`config.mk`:
```
export PLATFORM = sky130hd
export DESIGN_NAME = accel_capture_top
export DESIGN_NICKNAME = d
export VERILOG_FILES = /design/src/design/accel_pkg.sv /design/src/design/read_req_if.sv /design/src/design/sample_scheduler.sv /design/src/design/accel_spi_reader.sv /design/src/design/sample_buffer.sv /design/src/design/accel_capture_top.sv
export SDC_FILE = /design/constraint.sdc
export NUM_CORES = 1
export LEC_CHECK = 0
export BUFFER_PORTS_ARGS = -buffer_cell sky130_fd_sc_hd__buf_2
export CORE_MARGIN = 2
export CORE_UTILIZATION = 45
export DETAILED_ROUTE_END_ITERATION = 8
export PLACE_DENSITY_LB_ADDON = 0.08
export SKIP_LAST_GASP = 1
export SYNTH_ARGS = -nofsm -noshare
export SYNTH_HDL_FRONTEND = slang
export SYNTH_SLANG_ARGS = --single-unit
```
`constraint.sdc`:
```
create_clock -name clk -period 2.5 [get_ports clk]
set_input_delay 0.5 -clock clk [delete_from_list [all_inputs] [get_ports clk]]
set_output_delay 0.5 -clock clk [all_outputs]
set_load 0.05 [all_outputs]
```
`src/design/accel_pkg.sv`:
```
// accel capture package
// command codes, transaction lengths, divider and buffer sizes
package accel_pkg;

  // spi command bytes sent first in every transaction
  localparam logic [7:0] CMD_READ_ID  = 8'h01; // device id read
  localparam logic [7:0] CMD_READ_XYZ = 8'h11; // xyz data read

  localparam int LEN_W = 4; // length field width
  localparam int SEQ_W = LEN_W + 4; // sequence index, 16 ticks per byte

  // lengths count the command byte too
  localparam logic [LEN_W-1:0] LEN_READ_ID  = 4'd5;
  localparam logic [LEN_W-1:0] LEN_READ_XYZ = 4'd10;

  localparam int CLK_DIV      = 4;   // system clocks per tick
  localparam int SAMPLE_TICKS = 200; // sample period above the 16*10+4 tick read
  localparam int DIV_W        = $clog2(CLK_DIV);
  localparam int TICK_W       = $clog2(SAMPLE_TICKS);

  localparam int BUF_AW    = 6;
  localparam int BUF_DEPTH = 2 ** BUF_AW; // 64 bytes
  localparam int WR_CNT_W  = 16;        // saturating write counter

  typedef logic [7:0]        byte_t;
  typedef logic [LEN_W-1:0]  len_t;
  typedef logic [BUF_AW-1:0] buf_addr_t;

endpackage

```
`src/design/read_req_if.sv`:
```
// read request bundle from the sample scheduler to the spi reader
// tick enable, start strobe, command byte and transaction length
`timescale 1ns/100ps

interface read_req_if;
  import accel_pkg::*;

  logic  tick;  // one clock every CLK_DIV clocks
  logic  start; // one clock, lands on a tick
  byte_t cmd;   // held from start to next start
  len_t  len;   // bytes incl. command byte

  modport scheduler (
    output tick, start, cmd, len
  );

  modport reader (
    input tick, start, cmd, len
  );

endinterface

```
`src/design/sample_scheduler.sv`:
```
// sample scheduler
// divides clk into the reader tick and issues a periodic read request
`timescale 1ns/100ps

module sample_scheduler
(
  input  logic           clk,
  input  logic           rst_n,
  input  logic           run,      // host enables periodic sampling
  input  logic           read_xyz, // 0 reads the id, 1 reads xyz data
  read_req_if.scheduler  req
);
  import accel_pkg::*;

  logic [DIV_W-1:0]  div_cnt;
  logic [TICK_W-1:0] tick_cnt;
  logic              div_wrap; // next clock carries a tick
  logic              period_end; // last tick of the sample period

  assign div_wrap   = (div_cnt == DIV_W'(CLK_DIV - 1));
  assign period_end = (tick_cnt == TICK_W'(SAMPLE_TICKS - 1));

  // clock enable divider, free running
  always_ff @(posedge clk or negedge rst_n)
  begin
    if (!rst_n)
    begin
      div_cnt  <= '0;
      req.tick <= 1'b0;
    end
    else
    begin
      div_cnt  <= div_wrap ? '0 : div_cnt + 1'b1;
      req.tick <= div_wrap;
    end
  end

  // sample period counter, held at zero while stopped
  always_ff @(posedge clk or negedge rst_n)
  begin
    if (!rst_n)
    begin
      tick_cnt  <= '0;
      req.start <= 1'b0;
      req.cmd   <= CMD_READ_ID;
      req.len   <= LEN_READ_ID;
    end
    else
    begin
      req.start <= run && div_wrap && period_end; // same clock as the tick
      if (!run)
        tick_cnt <= '0;
      else if (div_wrap)
        tick_cnt <= period_end ? '0 : tick_cnt + 1'b1;
      if (run && div_wrap && period_end)
      begin
        // command and length go out together with start
        req.cmd <= read_xyz ? CMD_READ_XYZ : CMD_READ_ID;
        req.len <= read_xyz ? LEN_READ_XYZ : LEN_READ_ID;
      end
    end
  end

endmodule

```
`src/design/accel_spi_reader.sv`:
```
// spi reader for the accelerometer
// runs one tick-sequenced read per start and strobes out each data byte,
// direct mode hands the sensor pins to the host while idle
`timescale 1ns/100ps

module accel_spi_reader
(
  input  logic             clk,
  input  logic             rst_n,
  read_req_if.reader       req,
  input  logic             direct,      // 0 buffering, 1 host drives the sensor
  input  logic             direct_mosi,
  input  logic             direct_sclk,
  input  logic             direct_csn,
  output logic             adxl_mosi,
  output logic             adxl_sclk,
  output logic             adxl_csn,
  input  logic             adxl_miso,
  output accel_pkg::byte_t wrdata,      // valid with wr
  output logic             wr,          // one clock per data byte
  output logic             first        // first data byte of a transaction
);
  import accel_pkg::*;

  byte_t            cmd_r;       // command of the running transaction
  len_t             len_r;       // its length incl. command
  logic [SEQ_W-1:0] seq_idx;     // tick index inside the transaction
  logic [SEQ_W-2:0] bit_slot;    // sclk period number
  logic             idle;
  logic             accept;      // start taken this clock
  logic             shift_en;    // even tick while busy
  logic             mode_direct;
  logic             csn_r;
  logic             sclk_en;
  logic             sclk_r;
  byte_t            mosi_sr;
  byte_t            miso_sr;
  byte_t            byte_mark;   // one hot, bit 7 marks a full byte

  assign idle     = (seq_idx == {len_r, 4'h4}); // parked at end of sequence
  assign accept   = req.start && idle && !mode_direct;
  assign bit_slot = seq_idx[SEQ_W-1:1];
  assign shift_en = req.tick && !seq_idx[0] && !idle;

  // sequence index, restarts on an accepted start
  always_ff @(posedge clk or negedge rst_n)
  begin
    if (!rst_n)
    begin
      seq_idx <= {LEN_READ_ID, 4'h4}; // idle
      len_r   <= LEN_READ_ID;
      cmd_r   <= CMD_READ_ID;
    end
    else if (accept)
    begin
      seq_idx <= '0;
      cmd_r   <= req.cmd;
      len_r   <= req.len;
    end
    else if (req.tick && !idle)
      seq_idx <= seq_idx + 1'b1;
  end

  // chip select, sclk gating and mode switch
  always_ff @(posedge clk or negedge rst_n)
  begin
    if (!rst_n)
    begin
      csn_r       <= 1'b1;
      sclk_en     <= 1'b0;
      sclk_r      <= 1'b0;
      mode_direct <= 1'b0;
    end
    else if (req.tick)
    begin
      if (seq_idx == '0)
        csn_r <= 1'b0; // one tick after start
      else if (seq_idx == {len_r, 4'h3})
        csn_r <= 1'b1; // after the last bit
      if (seq_idx == SEQ_W'(2))
        sclk_en <= 1'b1;
      else if (seq_idx == {len_r, 4'h2})
        sclk_en <= 1'b0;
      sclk_r <= sclk_en ? seq_idx[0] : 1'b0; // high on odd ticks
      // never flip in the clock that accepts a start
      if (idle && !accept)
        mode_direct <= direct;
    end
  end

  // mosi shifter and write strobes
  always_ff @(posedge clk or negedge rst_n)
  begin
    if (!rst_n)
    begin
      mosi_sr <= '0;
      wr      <= 1'b0;
      first   <= 1'b0;
    end
    else
    begin
      wr    <= 1'b0;
      first <= 1'b0;
      if (shift_en)
      begin
        mosi_sr <= (bit_slot == 1) ? cmd_r : {mosi_sr[6:0], 1'b0};
        wr      <= byte_mark[7] && (bit_slot != 9) && sclk_en;  // skip command echo
        first   <= byte_mark[7] && (bit_slot == 17) && sclk_en; // byte after the command
      end
    end
  end

  // miso assembly, sampled while sclk is high
  always_ff @(posedge clk)
  begin
    if (shift_en)
    begin
      miso_sr   <= {miso_sr[6:0], adxl_miso};
      byte_mark <= (bit_slot == 1) ? 8'h01 : {byte_mark[6:0], byte_mark[7]};
      if (byte_mark[7])
        wrdata <= {miso_sr[6:0], adxl_miso}; // complete byte incl. current bit
    end
  end

  // pin multiplexer
  assign adxl_csn  = mode_direct ? direct_csn  : csn_r;
  assign adxl_sclk = mode_direct ? direct_sclk : sclk_r;
  assign adxl_mosi = mode_direct ? direct_mosi : mosi_sr[7];

endmodule

```
`src/design/sample_buffer.sv`:
```
// sample ring buffer
// stores received bytes with a wrapping write pointer, host reads by address
`timescale 1ns/100ps

module sample_buffer
(
  input  logic                            clk,
  input  logic                            rst_n,
  input  logic                            wr,
  input  accel_pkg::byte_t                wrdata,
  input  logic                            first,      // marks a frame start
  input  accel_pkg::buf_addr_t            rd_addr,
  output accel_pkg::byte_t                rd_data,    // one clock after rd_addr
  output accel_pkg::buf_addr_t            frame_addr, // latest frame start
  output logic [accel_pkg::WR_CNT_W-1:0]  wr_count    // total bytes, saturating
);
  import accel_pkg::*;

  byte_t     mem [0:BUF_DEPTH-1];
  buf_addr_t wr_ptr; // wraps at BUF_DEPTH

  // write port
  always_ff @(posedge clk)
  begin
    if (wr)
      mem[wr_ptr] <= wrdata;
  end

  // read port, registered
  always_ff @(posedge clk)
  begin
    rd_data <= mem[rd_addr];
  end

  always_ff @(posedge clk or negedge rst_n)
  begin
    if (!rst_n)
    begin
      wr_ptr     <= '0;
      frame_addr <= '0;
      wr_count   <= '0;
    end
    else if (wr)
    begin
      wr_ptr <= wr_ptr + 1'b1; // overwrites oldest once wrapped
      if (first)
        frame_addr <= wr_ptr;
      if (wr_count != '1)
        wr_count <= wr_count + 1'b1;
    end
  end

endmodule

```
`src/design/accel_capture_top.sv`:
```
// accelerometer capture top
// scheduler, spi reader and ring buffer behind plain host and sensor pins
`timescale 1ns/100ps

module accel_capture_top
(
  input  logic                            clk,
  input  logic                            rst_n,
  input  logic                            run,
  input  logic                            read_xyz,
  input  logic                            direct,
  input  logic                            direct_mosi,
  input  logic                            direct_sclk,
  input  logic                            direct_csn,
  output logic                            adxl_mosi,
  output logic                            adxl_sclk,
  output logic                            adxl_csn,
  input  logic                            adxl_miso,
  input  accel_pkg::buf_addr_t            rd_addr,
  output accel_pkg::byte_t                rd_data,
  output accel_pkg::buf_addr_t            frame_addr,
  output logic [accel_pkg::WR_CNT_W-1:0]  wr_count
);

  accel_pkg::byte_t wrdata; // reader to buffer
  logic             wr;
  logic             first;

  read_req_if u_req ();

  sample_scheduler u_sched (
    .clk      (clk),
    .rst_n    (rst_n),
    .run      (run),
    .read_xyz (read_xyz),
    .req      (u_req.scheduler)
  );

  accel_spi_reader u_reader (
    .clk         (clk),
    .rst_n       (rst_n),
    .req         (u_req.reader),
    .direct      (direct),
    .direct_mosi (direct_mosi),
    .direct_sclk (direct_sclk),
    .direct_csn  (direct_csn),
    .adxl_mosi   (adxl_mosi),
    .adxl_sclk   (adxl_sclk),
    .adxl_csn    (adxl_csn),
    .adxl_miso   (adxl_miso),
    .wrdata      (wrdata),
    .wr          (wr),
    .first       (first)
  );

  sample_buffer u_buf (
    .clk        (clk),
    .rst_n      (rst_n),
    .wr         (wr),
    .wrdata     (wrdata),
    .first      (first),
    .rd_addr    (rd_addr),
    .rd_data    (rd_data),
    .frame_addr (frame_addr),
    .wr_count   (wr_count)
  );

endmodule

```
### After elaboration in Yosys (flattened, before gate mapping)

Memory sizes are Yosys's and may differ from the RTL's. A register that Yosys moved wholly into a read port is not among the register bits.
Cells that the tools add are included.

* output and inout bits: 33
* latch bits: 0
* input bits: 15
* memories kept: 1
* word-level logic and storage cells: 86
* memory bits (read-only): 0
* register bits after elaboration: 109
* memory bits (writable): 512

Memory list
* u_buf.mem: words 64, bits a word 8, rd ports 1, clocked after memory_dff 1, write ports 1, line sample_buffer.sv:19 `byte_t mem [0:BUF_DEPTH-1];`

* mux-type cells: 21
* bitwise operators: 0
* add/subtract/negate cells: 5
* div/mod/pow operators: 0
* eq/ne operators: 11
* $mul: 0
* $lt $le $gt $ge: 0
* shift operators: 0
* reductions and logical operators: 26

Operators by type and width (count)
* $mux W8: 6
* $eq A8 B8 Y1: 3
* $add A16 B1 Y16 const B: 1
* $add A8 B1 Y8 const B: 2
* $ne A16 B16 Y1 const B: 1
* $logic_and A1 B1 Y1: 12
* $mux W1: 12
* $reduce_and A2 Y1: 6
* $eq A8 B2 Y1 const B: 1
* $eq A8 B8 Y1 const B: 1
* $logic_not A8 Y1: 1
* $eq A7 B1 Y1 const B: 1
* $eq A7 B5 Y1 const B: 1
* $ne A7 B4 Y1 const B: 1
* $add A6 B1 Y6 const B: 1
* $reduce_bool A2 Y1: 3
* $mux W5: 1
* $logic_not A1 Y1: 4
* $mux W4: 1
* $add A2 B1 Y2 const B: 1
* $eq A2 B2 Y1 const B: 1
* $mux W2: 1
* $ne A2 B1 Y1 const B: 1

### Logic depth before layout (Yosys ltp)

Gate-level depths: netlist of the first run.

* word-level depth: 6
* depth in mapped cells: 9

### By module

Synthesis of the first run repeated with hierarchy kept, for this count alone.

* cell total of the unflattened synthesis: 1265
* area total of the unflattened synthesis: 24576.1 sq um

Modules (own cells, without submodules)
* sample_buffer: area an instance 21317.9 sq um, times used 1, cells an instance 1025
* accel_spi_reader: area an instance 2501.1 sq um, times used 1, cells an instance 171
* sample_scheduler: area an instance 757.0 sq um, times used 1, cells an instance 69

### Worst setup path before layout of the first run

Ideal clock, no wire load.

* path kind: reg-to-reg
* start point: register u_reader.seq_idx[4]
* end point: register u_reader.wrdata[0], enable pin
* required time: 2.130 ns
* arrival: 1.829 ns
* stages on the path, launching flop included: 7
* path buffers: 2
* path slack: 0.301 ns
* cell sequence: dfstp_2 > clkbuf_1 > nor3_1 > o22ai_2 > o211ai_2 > buf_2 > nor2_1

* cells in the longest elaborated chain, start to end: 4

RTL lines
* start: declaration: line accel_spi_reader.sv:27 `logic [SEQ_W-1:0] seq_idx;`
* start signal: assignment: line accel_spi_reader.sv:50 `seq_idx <= {LEN_READ_ID, 4'h4};`
* start signal: assignment: line accel_spi_reader.sv:61 `seq_idx <= seq_idx + 1'b1;`
* $eq A8 B8 Y1: line accel_spi_reader.sv:40 `assign idle = (seq_idx == {len_r, 4'h4});`
* $logic_not A1 Y1: line accel_spi_reader.sv:43 `assign shift_en = req.tick && !seq_idx[0] && !idle;`
* $logic_and A1 B1 Y1: line accel_spi_reader.sv:43
* $reduce_and A2 Y1 (no line)
* end signal: assignment: line accel_spi_reader.sv:121 `wrdata <= {miso_sr[6:0], adxl_miso};`
* end: declaration: line accel_spi_reader.sv:19 `output accel_pkg::byte_t wrdata,`

No other way between the ends.
A chain may end at the register's enable or synchronous reset.

==> impl_metrics.prom, run 1 <==
# TYPE chip_impl_metric gauge
chip_impl_info{name="run_status",value="completed"} 1
chip_impl_info{name="master_of_the_slowest_instance_on_the_critical_path",value="nor4b_1"} 1
chip_impl_metric{name="dp_hpwl",unit="um"} 35800
chip_impl_metric{name="die-area",unit="mm2"} 0.0552
chip_impl_info{name="min-delay-path-class",value="in2reg"} 1
chip_impl_metric{name="grt_max_degree",unit=""} 65
chip_impl_metric{name="placedCellCount",unit=""} 2106
chip_impl_metric{name="worstHoldPathCells",unit=""} 1
chip_impl_metric{name="mappedNetlistArea",unit="mm2"} 0.0240
chip_impl_metric{name="setup-violations-final",unit=""} 0
chip_impl_info{name="setup.worst_path.start_class",value="input pin"} 1
chip_impl_metric{name="hold_violations",unit=""} 0
chip_impl_metric{name="synthMuxAreaShare",unit="%"} 13.6
chip_impl_metric{name="layout_worst_path_cycle_share",unit="%"} 86.9
chip_impl_info{name="largest_family_of_logic_cells_by_synthesized_area",value="multiplexers"} 1
chip_impl_metric{name="worstSkewPairLatency",unit="ns"} 0.63
chip_impl_metric{name="detail_route.wirelength",unit="um"} 55800
chip_impl_metric{name="antenna_found_initial",unit=""} 1
chip_impl_metric{name="synth-seq-area-share",unit="%"} 74.5
chip_impl_metric{name="synthSimpleGateAreaFrac",unit="%"} 5.57
chip_impl_metric{name="instances_no_fill",unit=""} 2223
chip_impl_metric{name="floorplan.core_area",unit="mm2"} 0.0527
chip_impl_metric{name="asyncSetResetFlopFracSynth",unit="%"} 10.8
chip_impl_metric{name="synth.yosys.warnings",unit=""} 0
chip_impl_metric{name="critical_path_arrival",unit="ns"} 2.67
chip_impl_metric{name="post_layout_utilization_of_the_core",unit="%"} 53.9
chip_impl_metric{name="ff_latch_area",unit="mm2"} 0.0179
chip_impl_metric{name="cts-resized-gates",unit=""} 0
chip_impl_metric{name="detailedPlace.worstSlack",unit="ns"} -0.269
chip_impl_metric{name="timing.setup.tns",unit="ns"} 0
chip_impl_metric{name="final_area",unit="mm2"} 0.0284
chip_impl_metric{name="antenna_cells",unit=""} 0
chip_impl_metric{name="finalWeightedCongestion",unit=""} 0.776
chip_impl_info{name="rsz0062_at_grt",value="no"} 1
chip_impl_metric{name="number_of_enable_flip_flop_cells_after_synthesis",unit=""} 535
chip_impl_metric{name="postSynthAreaPerCell",unit="um2"} 18.8
chip_impl_metric{name="globalRouteTotalUtil",unit="%"} 20.6
chip_impl_info{name="regToRegEndpoint",value="u_buf.mem[25][7]$_DFFE_PP_"} 1
chip_impl_metric{name="area_growth",unit="%"} 18.3
chip_impl_metric{name="leakagePower",unit="nW"} 9.80
chip_impl_metric{name="detailedRoute.firstIterationViolations",unit=""} 1058
chip_impl_info{name="critical_path.cell_chain",value="buf_6 -> buf_12 -> nor4b_1 -> a22oi_1 -> o21ai_0 -> or4_1 -> o32ai_1"} 1
chip_impl_metric{name="floorplan.initialDensity",unit="%"} 45.6
chip_impl_info{name="cts_tree",value="done"} 1
chip_impl_metric{name="io-pin-count",unit=""} 48
chip_impl_metric{name="yosys_reg_bits",unit=""} 609
chip_impl_info{name="hold_start",value="adxl_miso"} 1
chip_impl_metric{name="rr_worst_depth",unit=""} 4
chip_impl_metric{name="worst_path_largest_cell_delay",unit="ns"} 0.75
chip_impl_metric{name="worst_slew_margin_rel",unit="%"} 37.8
chip_impl_info{name="synth_ff_type",value="edfxtp_1"} 1
chip_impl_metric{name="timing_worst_slew_pin_value",unit="ns"} 0.920
chip_impl_metric{name="syn-num-nets",unit=""} 1301
chip_impl_metric{name="fmax",unit="MHz"} 461
chip_impl_metric{name="vias",unit=""} 12400
chip_impl_metric{name="drv.max_cap_violation_count",unit=""} 0
chip_impl_metric{name="setup_ws",unit="ns"} 0.329
chip_impl_metric{name="required",unit="ns"} 3.00
chip_impl_info{name="critPathKind",value="in2reg"} 1
chip_impl_metric{name="ctsHtreeMaxLevel",unit=""} 2
chip_impl_metric{name="finalClockSkew",unit="ns"} 0.0221
chip_impl_metric{name="power.total",unit="mW"} 22.0
chip_impl_metric{name="dr.pass1.iters",unit=""} 5
chip_impl_metric{name="synth_cells",unit=""} 1279
chip_impl_metric{name="instance_area_at_placement",unit="mm2"} 0.0261
chip_impl_metric{name="post_route_cells_drive_above_1_share",unit="%"} 30.2
chip_impl_info{name="min_delay_worst_endpoint",value="u_reader.wrdata[0]$_DFFE_PP_"} 1
chip_impl_metric{name="hold_ws",unit="ns"} 0.0820
chip_impl_metric{name="cts_made_buffers",unit=""} 61
chip_impl_metric{name="synth_compound_gate_area_share",unit="%"} 3.31
chip_impl_metric{name="slew_viol_final",unit=""} 0
chip_impl_metric{name="row_count",unit=""} 84
chip_impl_metric{name="number_of_different_library_cells_in_the_post_synthesis_netlist",unit=""} 64
chip_impl_info{name="clk_root_buffer_cell",value="clkbuf_16"} 1
chip_impl_metric{name="final_antenna_net_count",unit=""} 0
chip_impl_metric{name="grt_overflow_total",unit=""} 0
chip_impl_metric{name="worst-path-max-fanout",unit=""} 27
chip_impl_metric{name="buffer_ports.inserted",unit=""} 47
chip_impl_info{name="mostFrequentLayoutCells",value="edfxtp_1 (535), buf_4 (146), mux4_2 (110), nor2_1 (98), clkbuf_16 (63)"} 1
chip_impl_metric{name="power_per_cell_area",unit="mW/mm2"} 775
chip_impl_metric{name="die_extent_in_x",unit="um"} 235
chip_impl_metric{name="synth-adder-area-share",unit="%"} 0.365
chip_impl_metric{name="number_of_filler_instances_in_the_final_layout",unit=""} 4130
chip_impl_metric{name="synth_xor_area_share",unit="%"} 0.948
chip_impl_info{name="regToRegStartpoint",value="u_buf.wr_ptr[2]$_DFFE_PN0P_"} 1
chip_impl_metric{name="remaining_drc_errors",unit=""} 0
chip_impl_metric{name="rrSetupSlack",unit="ns"} 0.41
chip_impl_metric{name="avgViaCountPerCell",unit=""} 5.60
chip_impl_metric{name="vdd_ir_drop_max",unit="V"} 0.000636
chip_impl_info{name="critical_path.endpoint_type",value="flip-flop"} 1
chip_impl_metric{name="routedWlPerCell",unit="um"} 25.1
chip_impl_metric{name="clk_pin_slew",unit="ns"} 0.06
chip_impl_metric{name="multiInputGateArea",unit="mm2"} 0.00571
chip_impl_metric{name="die_height",unit="um"} 235
chip_impl_metric{name="clkSinkCount",unit=""} 609
chip_impl_info{name="mostFrequentLayoutCell",value="edfxtp_1"} 1
chip_impl_metric{name="grt_pass1_vias",unit=""} 12800
chip_impl_metric{name="cts.path.max_buffers",unit=""} 3
chip_impl_metric{name="fin_crit",unit="ns"} 2.17
chip_impl_metric{name="num-nets-final",unit=""} 1505
chip_impl_metric{name="grt_pass1_wl",unit="um"} 84400
## cell type report
class,instances,share of cell area [%]
inverters,10,0.132
well taps,688,3.03
repair buffers,208,5.77
flip-flops and latches,609,63.0
multi-input cells,593,20.1
clock inverters,39,2.11
clock buffers,76,5.90
## layer usage
metal,vias to the layer above,global-route usage (%),wire (um)
li1,5540,-,-
met1,6505,29.6,25100
met2,304,32.7,26700
met3,96,3.41,2680
met4,2,5.89,1390
met5,-,0,9
## worst max path at each step
stage | from | to | slack (ns) | cells past startpoint
after floorplan | u_reader.seq_idx[4]$_DFFE_PN1P_ | u_reader.wrdata[0]$_DFFE_PP_ | 0.30 | 6
after global placement | rd_addr[0] | u_buf.rd_data[2]$_DFF_P_ | -0.27 | 7
after detailed placement | rd_addr[0] | u_buf.rd_data[2]$_DFF_P_ | -0.27 | 7
after CTS | u_reader.mode_direct$_DFFE_PN0P_ | adxl_mosi | 0.34 | 2
after global routing | rd_addr[0] | u_buf.rd_data[2]$_DFF_P_ | 0.15 | 7
final | rd_addr[0] | u_buf.rd_data[5]$_DFF_P_ | 0.33 | 7
## power by group
| part | total [mW] | internal [mW] | switching, mW |
|---|---|---|---|
| registers | 11.0 | 10.9 | 0.0212 |
| clock network | 10.2 | 6.38 | 3.86 |
| logic | 0.839 | 0.376 | 0.463 |
## state kept, by name, indices dropped and copies added, names as in the netlist, 6 cells and up
signal	flops
u_buf.rd_data	8
u_reader.mosi_sr	8
u_buf.frame_addr	6
u_reader.seq_idx	8
u_reader.wrdata	8
u_sched.tick_cnt	8
u_buf.wr_ptr	6
u_buf.wr_count	16
u_buf.mem	512
u_reader.byte_mark	8
u_reader.miso_sr	7
## critical path: cells and delay by family
family                 cells  cell delay, ns
AO/OA/AOI/OAI              3            0.62
buffers and inverters      2            0.53
AND/OR/NAND/NOR            2            0.97
## logic make-up (layout without fill, tap and decap cells)
logic type               count (synthesis)  count (layout)
flip-flops                             609             609
AND/OR/NAND/NOR                        276             276
multiplexers                           173             173
adder cells (fa/ha/maj)                  7               7
buffers and inverters                   77             333
AO/OA/AOI/OAI                          111             111
XOR/XNOR                                26              26
## synth_stat cells, types with 3 or more instances
library cell	n	area, um2
a211o_1	5	43.8
a211oi_1	7	52.6
a21oi_1	9	45.0
a221oi_2	4	60.1
a22oi_1	7	52.6
a41oi_1	3	26.3
and2_1	9	56.3
and3_1	8	50.1
buf_1	5	18.8
buf_2	19	95.1
buf_4	9	67.6
buf_6	10	113
clkbuf_1	24	90.1
dfrtp_1	60	1500
dfstp_2	6	158
dfxtp_1	8	160
edfxtp_1	535	16100
ha_1	7	87.6
inv_1	10	37.5
mux2_2	28	315
mux2i_1	28	280
mux4_1	7	184
mux4_2	110	2480
nand2_1	57	214
nand2b_1	12	75.1
nand3_1	23	115
nand4_1	13	81.3
nor2_1	98	368
nor2b_1	16	100
nor3_1	11	55.1
nor4_1	7	43.8
o21ai_0	33	165
o221ai_1	6	52.6
o22ai_1	13	81.3
o32ai_1	5	43.8
or4_1	5	37.5
xnor2_1	19	166
xor2_1	7	61.3
## timing repair
item / 4_1_cts / 5_1_grt
setup buffers: 0 / 0
hold endpoints to repair: 8 / 0
hold buffers: 2 / 0
(Power assumes the default switching activity.)
==> run 2, diff against run 1 <==
CTS_BUF_LIST = sky130_fd_sc_hd__clkbuf_16   (was default)
PLACE_DENSITY = 0.72   (was default)
PLACE_DENSITY_LB_ADDON = default   (was 0.08)
==> run 2 against run 1 <==
  * Wire length shrank 8.4%
  * Clock skew grew 0.018 ns
  * First-iteration DRC count grew 34%
  * Maximum frequency is essentially flat
  * Sequential power is essentially flat
  * Worst hold slack lost 0.037 ns
  * Via count grew 1.0%
  * Total power shrank 9.9%
  * Non-clock buffer count shrank 20
  * Critical path type is now reg2out
  * Largest cell class unchanged
==> impl_metrics.prom, run 2 (synthesis results as in run 1) <==
# TYPE chip_impl_metric gauge
chip_impl_metric{name="floorplan.core_area",unit="mm2"} 0.0527
chip_impl_info{name="min-delay-path-class",value="in2reg"} 1
chip_impl_metric{name="routedWlPerCell",unit="um"} 23.3
chip_impl_metric{name="detailedRoute.firstIterationViolations",unit=""} 1417
chip_impl_metric{name="cts_made_buffers",unit=""} 56
chip_impl_metric{name="post_route_cells_drive_above_1_share",unit="%"} 28.1
chip_impl_metric{name="required",unit="ns"} 2.00
chip_impl_metric{name="ctsHtreeMaxLevel",unit=""} 2
chip_impl_info{name="clk_root_buffer_cell",value="clkbuf_16"} 1
chip_impl_metric{name="floorplan.initialDensity",unit="%"} 45.6
chip_impl_metric{name="layout_worst_path_cycle_share",unit="%"} 86.9
chip_impl_metric{name="die-area",unit="mm2"} 0.0552
chip_impl_metric{name="die_height",unit="um"} 235
chip_impl_metric{name="rrSetupSlack",unit="ns"} 0.36
chip_impl_metric{name="hold_violations",unit=""} 0
chip_impl_metric{name="grt_max_degree",unit=""} 67
chip_impl_metric{name="drv.max_cap_violation_count",unit=""} 0
chip_impl_metric{name="instances_no_fill",unit=""} 2194
chip_impl_metric{name="dr.pass1.iters",unit=""} 5
chip_impl_metric{name="largest_register_ff_count",unit=""} 512
chip_impl_metric{name="setup-violations-final",unit=""} 0
chip_impl_metric{name="power_per_cell_area",unit="mW/mm2"} 716
chip_impl_metric{name="cts-resized-gates",unit=""} 0
chip_impl_metric{name="detail_route.wirelength",unit="um"} 51100
chip_impl_metric{name="grt_overflow_total",unit=""} 0
chip_impl_metric{name="finalClockSkew",unit="ns"} 0.0401
chip_impl_metric{name="num-nets-final",unit=""} 1480
chip_impl_info{name="mostFrequentLayoutCell",value="edfxtp_1"} 1
chip_impl_metric{name="vias",unit=""} 12600
chip_impl_metric{name="row_count",unit=""} 84
chip_impl_info{name="hold_start",value="read_xyz"} 1
chip_impl_metric{name="worst_slew_margin_rel",unit="%"} 37.2
chip_impl_metric{name="buffer_ports.inserted",unit=""} 47
chip_impl_metric{name="io-pin-count",unit=""} 48
chip_impl_metric{name="final_antenna_net_count",unit=""} 0
chip_impl_metric{name="area_growth",unit="%"} 15.4
chip_impl_metric{name="finalWeightedCongestion",unit=""} 0.859
chip_impl_info{name="regToRegStartpoint",value="u_reader.seq_idx[4]$_DFFE_PN1P_"} 1
chip_impl_info{name="critical_path.endpoint_type",value="output port"} 1
chip_impl_metric{name="critical_path_arrival",unit="ns"} 1.67
chip_impl_info{name="crit_path_start",value="u_reader.mode_direct$_DFFE_PN0P_"} 1
chip_impl_metric{name="antenna_found_initial",unit=""} 0
chip_impl_info{name="top_register_by_number_of_flip_flops",value="u_buf.mem"} 1
chip_impl_metric{name="fmax",unit="MHz"} 460
chip_impl_metric{name="die_extent_in_x",unit="um"} 235
chip_impl_metric{name="fin_crit",unit="ns"} 2.17
chip_impl_metric{name="worst-path-max-fanout",unit=""} 6
chip_impl_metric{name="clk_pin_slew",unit="ns"} 0.06
chip_impl_metric{name="timing_worst_slew_pin_value",unit="ns"} 0.928
chip_impl_metric{name="postCtsSetupBuffers",unit=""} 0
chip_impl_metric{name="dp_hpwl",unit="um"} 32700
chip_impl_metric{name="timing.setup.tns",unit="ns"} 0
chip_impl_metric{name="clkSinkCount",unit=""} 609
chip_impl_info{name="rsz0062_at_grt",value="no"} 1
chip_impl_metric{name="rr_worst_depth",unit=""} 6
chip_impl_metric{name="remaining_drc_errors",unit=""} 0
chip_impl_info{name="setup.worst_path.end",value="adxl_csn"} 1
chip_impl_metric{name="vdd_ir_drop_max",unit="V"} 0.000573
chip_impl_info{name="critPathKind",value="reg2out"} 1
chip_impl_metric{name="grt_pass1_vias",unit=""} 12600
chip_impl_metric{name="cts.path.max_buffers",unit=""} 3
chip_impl_info{name="mostFrequentLayoutCells",value="edfxtp_1 (535), buf_4 (129), mux4_2 (110), nor2_1 (98), dfrtp_1 (60)"} 1
chip_impl_info{name="regToRegEndpoint",value="u_reader.wr$_DFF_PN0_"} 1
chip_impl_metric{name="globalRouteTotalUtil",unit="%"} 18.5
chip_impl_metric{name="leakagePower",unit="nW"} 9.48
chip_impl_metric{name="antenna_cells",unit=""} 0
chip_impl_info{name="cts_tree",value="done"} 1
chip_impl_info{name="setup.worst_path.start_class",value="flip-flop"} 1
chip_impl_metric{name="worstSkewPairLatency",unit="ns"} 0.64
chip_impl_metric{name="hold_buffers",unit=""} 1
chip_impl_metric{name="placedCellCount",unit=""} 2087
chip_impl_metric{name="avgViaCountPerCell",unit=""} 5.73
chip_impl_info{name="run_status",value="completed"} 1
chip_impl_metric{name="grt_pass1_wl",unit="um"} 77600
chip_impl_metric{name="slew_viol_final",unit=""} 0
chip_impl_info{name="largest_registers",value="u_buf.mem x512, u_buf.wr_count x16"} 1
[run 2: changes by cell type in the layout (fill, tap and decap cells not counted), sizes merged]
| cell | delta |
|---|---|
| clkbuf | -19 |
| dlygate4sd3 | -1 |
| bufinv | -13 |
| inv | +11 |
| buf | -19 |
| clkinv | +13 |
| clkinvlp | -1 |
[run 2: stage by stage]
stage / instance area, um2 / setup WS, ns / hold WS (ns) / util, % / power (mW)
2_1_floorplan: 24000 / 0.301 / 0.204 / - / 11.7
3_5_place_dp: 25900 / 0.00504 / 0.405 / 49.3 / 12.0
4_1_cts: 27700 / 0.275 / 0.0109 / 52.6 / 20.0
3_3_place_gp: 25900 / 0.000236 / 0.404 / 49.3 / 12.0
6_report: 27700 / 0.328 / 0.0454 / 52.6 / 19.8
5_1_grt: 27700 / 0.142 / 0.0304 / 52.6 / 20.5
[run 2: area by class of cell]
class                   count  area [um2]
fillers                  4027       25000
inverters                  10        37.5
clock buffers              57        1430
well taps                 688         861
multi-input cells         593        5710
repair buffers            188        1460
clock inverters            49         328
flip-flops and latches    609       17900
[run 2: per-layer routing]
metal  part of all wire [%]  wire length (um)  vias up  GRT usage [%]
li1                       -                 -     5484              -
met1                     41             20900     6438           26.1
met2                     48             24500      576           29.3
met3                    8.8              4520       74           3.69
met4                    2.3              1190        0           5.72
met5                      0                 0        -              0
[run 2: worst max-delay path, cell delays in order, from the launching register on]
cell and delay [ns]:
dfrtp_1 0.50, mux2_2 0.36, buf_2 0.21
[run 2: worst min path at each step]
stage / cells past startpoint / slack [ns] / end
after floorplan: 0 / 0.20 / u_buf.frame_addr[0]$_DFFE_PN0P_
after global placement: 0 / 0.40 / u_reader.wrdata[7]$_DFFE_PP_
after detailed placement: 0 / 0.41 / u_reader.wrdata[7]$_DFFE_PP_
after CTS: 2 / 0.01 / u_sched.req.len[2]$_DFFE_PN1P_
after global routing: 2 / 0.03 / u_sched.req.len[2]$_DFFE_PN1P_
final: 2 / 0.05 / u_sched.req.len[2]$_DFFE_PN1P_
[run 2: power breakdown]
part / leakage [nW] / total, mW / switching (mW) / internal (mW)
combinational: 2.86 / 0.789 / 0.441 / 0.348
clock: 0.896 / 8.10 / 3.64 / 4.46
sequential: 5.73 / 10.9 / 0.0207 / 10.9
==> run 3, diff against run 2 <==
CORE_UTILIZATION = 43   (was 45)
PLACE_DENSITY = 0.7   (was 0.72)
==> run 3 against run 2 <==
  * Combinational power is 1% higher
  * Die area is 4.6% higher
  * Non-clock buffer count is 6 higher
==> impl_metrics.prom, run 3 (synthesis results as in run 1) <==
# TYPE chip_impl_metric gauge
chip_impl_info{name="run_status",value="completed"} 1
chip_impl_info{name="top_register_by_number_of_flip_flops",value="u_buf.mem"} 1
chip_impl_metric{name="io-pin-count",unit=""} 48
chip_impl_metric{name="cts_made_buffers",unit=""} 58
chip_impl_metric{name="worst-path-max-fanout",unit=""} 6
chip_impl_metric{name="remaining_drc_errors",unit=""} 0
chip_impl_info{name="clk_root_buffer_cell",value="clkbuf_16"} 1
chip_impl_metric{name="avgViaCountPerCell",unit=""} 5.61
chip_impl_metric{name="floorplan.core_area",unit="mm2"} 0.0552
chip_impl_metric{name="post_layout_utilization_of_the_core",unit="%"} 50.5
chip_impl_metric{name="power.total",unit="mW"} 20.1
chip_impl_info{name="min-delay-path-class",value="in2reg"} 1
chip_impl_metric{name="detailedRoute.firstIterationViolations",unit=""} 1248
chip_impl_info{name="rsz0062_at_grt",value="no"} 1
chip_impl_metric{name="drv.max_cap_violation_count",unit=""} 0
chip_impl_metric{name="instance_area_at_placement",unit="mm2"} 0.0261
chip_impl_metric{name="power_per_cell_area",unit="mW/mm2"} 720
chip_impl_metric{name="fmax",unit="MHz"} 461
chip_impl_metric{name="largest_register_ff_count",unit=""} 512
chip_impl_info{name="busiest_layer",value="met2"} 1
chip_impl_metric{name="globalRouteTotalUtil",unit="%"} 18.6
chip_impl_metric{name="layout_worst_path_cycle_share",unit="%"} 86.8
chip_impl_metric{name="postCtsSetupBuffers",unit=""} 0
chip_impl_metric{name="row_count",unit=""} 86
chip_impl_metric{name="dr.pass1.iters",unit=""} 5
chip_impl_metric{name="final_antenna_net_count",unit=""} 0
chip_impl_metric{name="vdd_ir_drop_max",unit="V"} 0.000537
chip_impl_metric{name="timing.setup.tns",unit="ns"} 0
chip_impl_metric{name="ctsHtreeMaxLevel",unit=""} 2
chip_impl_metric{name="grt_pass1_vias",unit=""} 12400
chip_impl_info{name="largest_registers",value="u_buf.mem x512, u_buf.wr_count x16"} 1
chip_impl_metric{name="gr_util_met3",unit="%"} 4.09
chip_impl_metric{name="routedWlPerCell",unit="um"} 23.2
chip_impl_metric{name="cts.path.max_buffers",unit=""} 3
chip_impl_metric{name="worstHoldPathCells",unit=""} 2
chip_impl_metric{name="num-nets-final",unit=""} 1488
chip_impl_info{name="critPathKind",value="reg2out"} 1
chip_impl_metric{name="hold_buffers",unit=""} 0
chip_impl_metric{name="antenna_found_initial",unit=""} 1
chip_impl_metric{name="timing_worst_slew_pin_value",unit="ns"} 0.836
chip_impl_metric{name="instances_no_fill",unit=""} 2264
chip_impl_metric{name="buffer_ports.inserted",unit=""} 47
chip_impl_metric{name="clkSinkCount",unit=""} 609
chip_impl_metric{name="grtUsageMet1",unit="%"} 26.1
chip_impl_metric{name="final_area",unit="mm2"} 0.0279
chip_impl_metric{name="floorplan.initialDensity",unit="%"} 43.5
chip_impl_metric{name="die_height",unit="um"} 240
chip_impl_metric{name="vias",unit=""} 12700
chip_impl_metric{name="leakagePower",unit="nW"} 9.57
chip_impl_metric{name="slew_viol_final",unit=""} 0
chip_impl_metric{name="detail_route.wirelength",unit="um"} 52600
chip_impl_metric{name="finalClockSkew",unit="ns"} 0.0342
chip_impl_metric{name="required",unit="ns"} 2.00
chip_impl_metric{name="cts-resized-gates",unit=""} 0
chip_impl_info{name="mostFrequentLayoutCells",value="edfxtp_1 (535), buf_4 (136), mux4_2 (110), nor2_1 (98), dfrtp_1 (60)"} 1
chip_impl_metric{name="worst_slew_margin_rel",unit="%"} 44.3
chip_impl_info{name="setup.worst_path.start_class",value="flip-flop"} 1
chip_impl_metric{name="placedCellCount",unit=""} 2154
chip_impl_metric{name="die-area",unit="mm2"} 0.0577
chip_impl_metric{name="worstSkewPairLatency",unit="ns"} 0.63
chip_impl_metric{name="die_extent_in_x",unit="um"} 240
chip_impl_metric{name="critical_path_arrival",unit="ns"} 1.67
chip_impl_metric{name="setup-violations-final",unit=""} 0
chip_impl_metric{name="dp_hpwl",unit="um"} 33400
chip_impl_metric{name="rrSetupSlack",unit="ns"} 0.33
chip_impl_metric{name="finalWeightedCongestion",unit=""} 0.849
chip_impl_info{name="critical_path.endpoint_type",value="output port"} 1
chip_impl_metric{name="clk_pin_slew",unit="ns"} 0.06
chip_impl_metric{name="grt_max_degree",unit=""} 67
chip_impl_info{name="cts_tree",value="done"} 1
chip_impl_metric{name="number_of_filler_instances_in_the_final_layout",unit=""} 4394
chip_impl_metric{name="met2_demand_to_capacity_share_in_global_routing",unit="%"} 29.5
chip_impl_metric{name="area_growth",unit="%"} 16.1
chip_impl_metric{name="grt_overflow_total",unit=""} 0
chip_impl_metric{name="grt_pass1_wl",unit="um"} 79000
chip_impl_metric{name="post_route_cells_drive_above_1_share",unit="%"} 28.4
chip_impl_metric{name="hold_violations",unit=""} 0
chip_impl_info{name="mostFrequentLayoutCell",value="edfxtp_1"} 1
chip_impl_metric{name="fin_crit",unit="ns"} 2.17
chip_impl_metric{name="rr_worst_depth",unit=""} 6
## run 3: cell count changes in the layout (fill, tap and decap cells not counted)
| cell | previous run | this run |
|---|---|---|
| clkinvlp_4 | 3 | 2 |
| clkinv_1 | 17 | 13 |
| clkinv_4 | 1 | 2 |
| inv_16 | 2 | 1 |
| buf_4 | 129 | 136 |
| clkinv_8 | 0 | 1 |
| clkinv_2 | 12 | 11 |
| bufinv_16 | 3 | 4 |
| clkinvlp_2 | 1 | 0 |
| dlygate4sd3_1 | 1 | 0 |
| diode_2 | 0 | 1 |
| clkbuf_16 | 57 | 58 |
| inv_1 | 20 | 27 |
## run 3: layout make-up
| type | instances | area [um2] | share of cell area [%] |
|---|---|---|---|
| clock buffer | 58 | 1450 | 5.21 |
| inverter | 10 | 37.5 | 0.135 |
| tap | 748 | 936 | 3.36 |
| timing repair buffer | 194 | 1500 | 5.39 |
| multi-input combinational | 593 | 5710 | 20.5 |
| antenna | 1 | 2.50 | 0.00898 |
| clock inverter | 51 | 357 | 1.28 |
| sequential | 609 | 17900 | 64.2 |
## run 3: critical path: stages (launching register included)
cell and delay (ns):
dfrtp_1 0.49, mux2_2 0.37, buf_2 0.21
## run 3: power by group
| part | internal, mW | switching (mW) |
|---|---|---|
| clock | 4.63 | 3.70 |
| sequential | 10.9 | 0.0219 |
| combinational | 0.357 | 0.440 |
## run 3: routing by layer
| layer | wire length, um | share of wire, % |
|---|---|---|
| met4 | 1150 | 2.2 |
| met1 | 22100 | 42 |
| met3 | 4230 | 8.0 |
| met2 | 25100 | 48 |
| met5 | 0 | 0 |
## run 3: final timing paths
kind | startpoint | end
worst max-delay path | u_reader.mode_direct$_DFFE_PN0P_ | adxl_mosi
worst min-delay path | read_xyz | u_sched.req.len[2]$_DFFE_PN1P_
worst max register to register | u_reader.seq_idx[4]$_DFFE_PN1P_ | u_reader.wr$_DFF_PN0_
worst min register to register | u_reader.miso_sr[6]$_DFFE_PP_ | u_reader.wrdata[7]$_DFFE_PP_
max in group asynchronous | rst_n | u_reader.mosi_sr[4]$_DFFE_PN0P_
min in group asynchronous | rst_n | u_reader.seq_idx[3]$_DFFE_PN0P_
## run 3: through the flow
step	worst slack [ns]	hold slack (ns)
after floorplan	0.301	0.204
after global placement	0.0751	0.408
after detailed placement	0.0461	0.411
after CTS	0.268	0.0233
after global routing	0.175	0.0356
final	0.331	0.0484
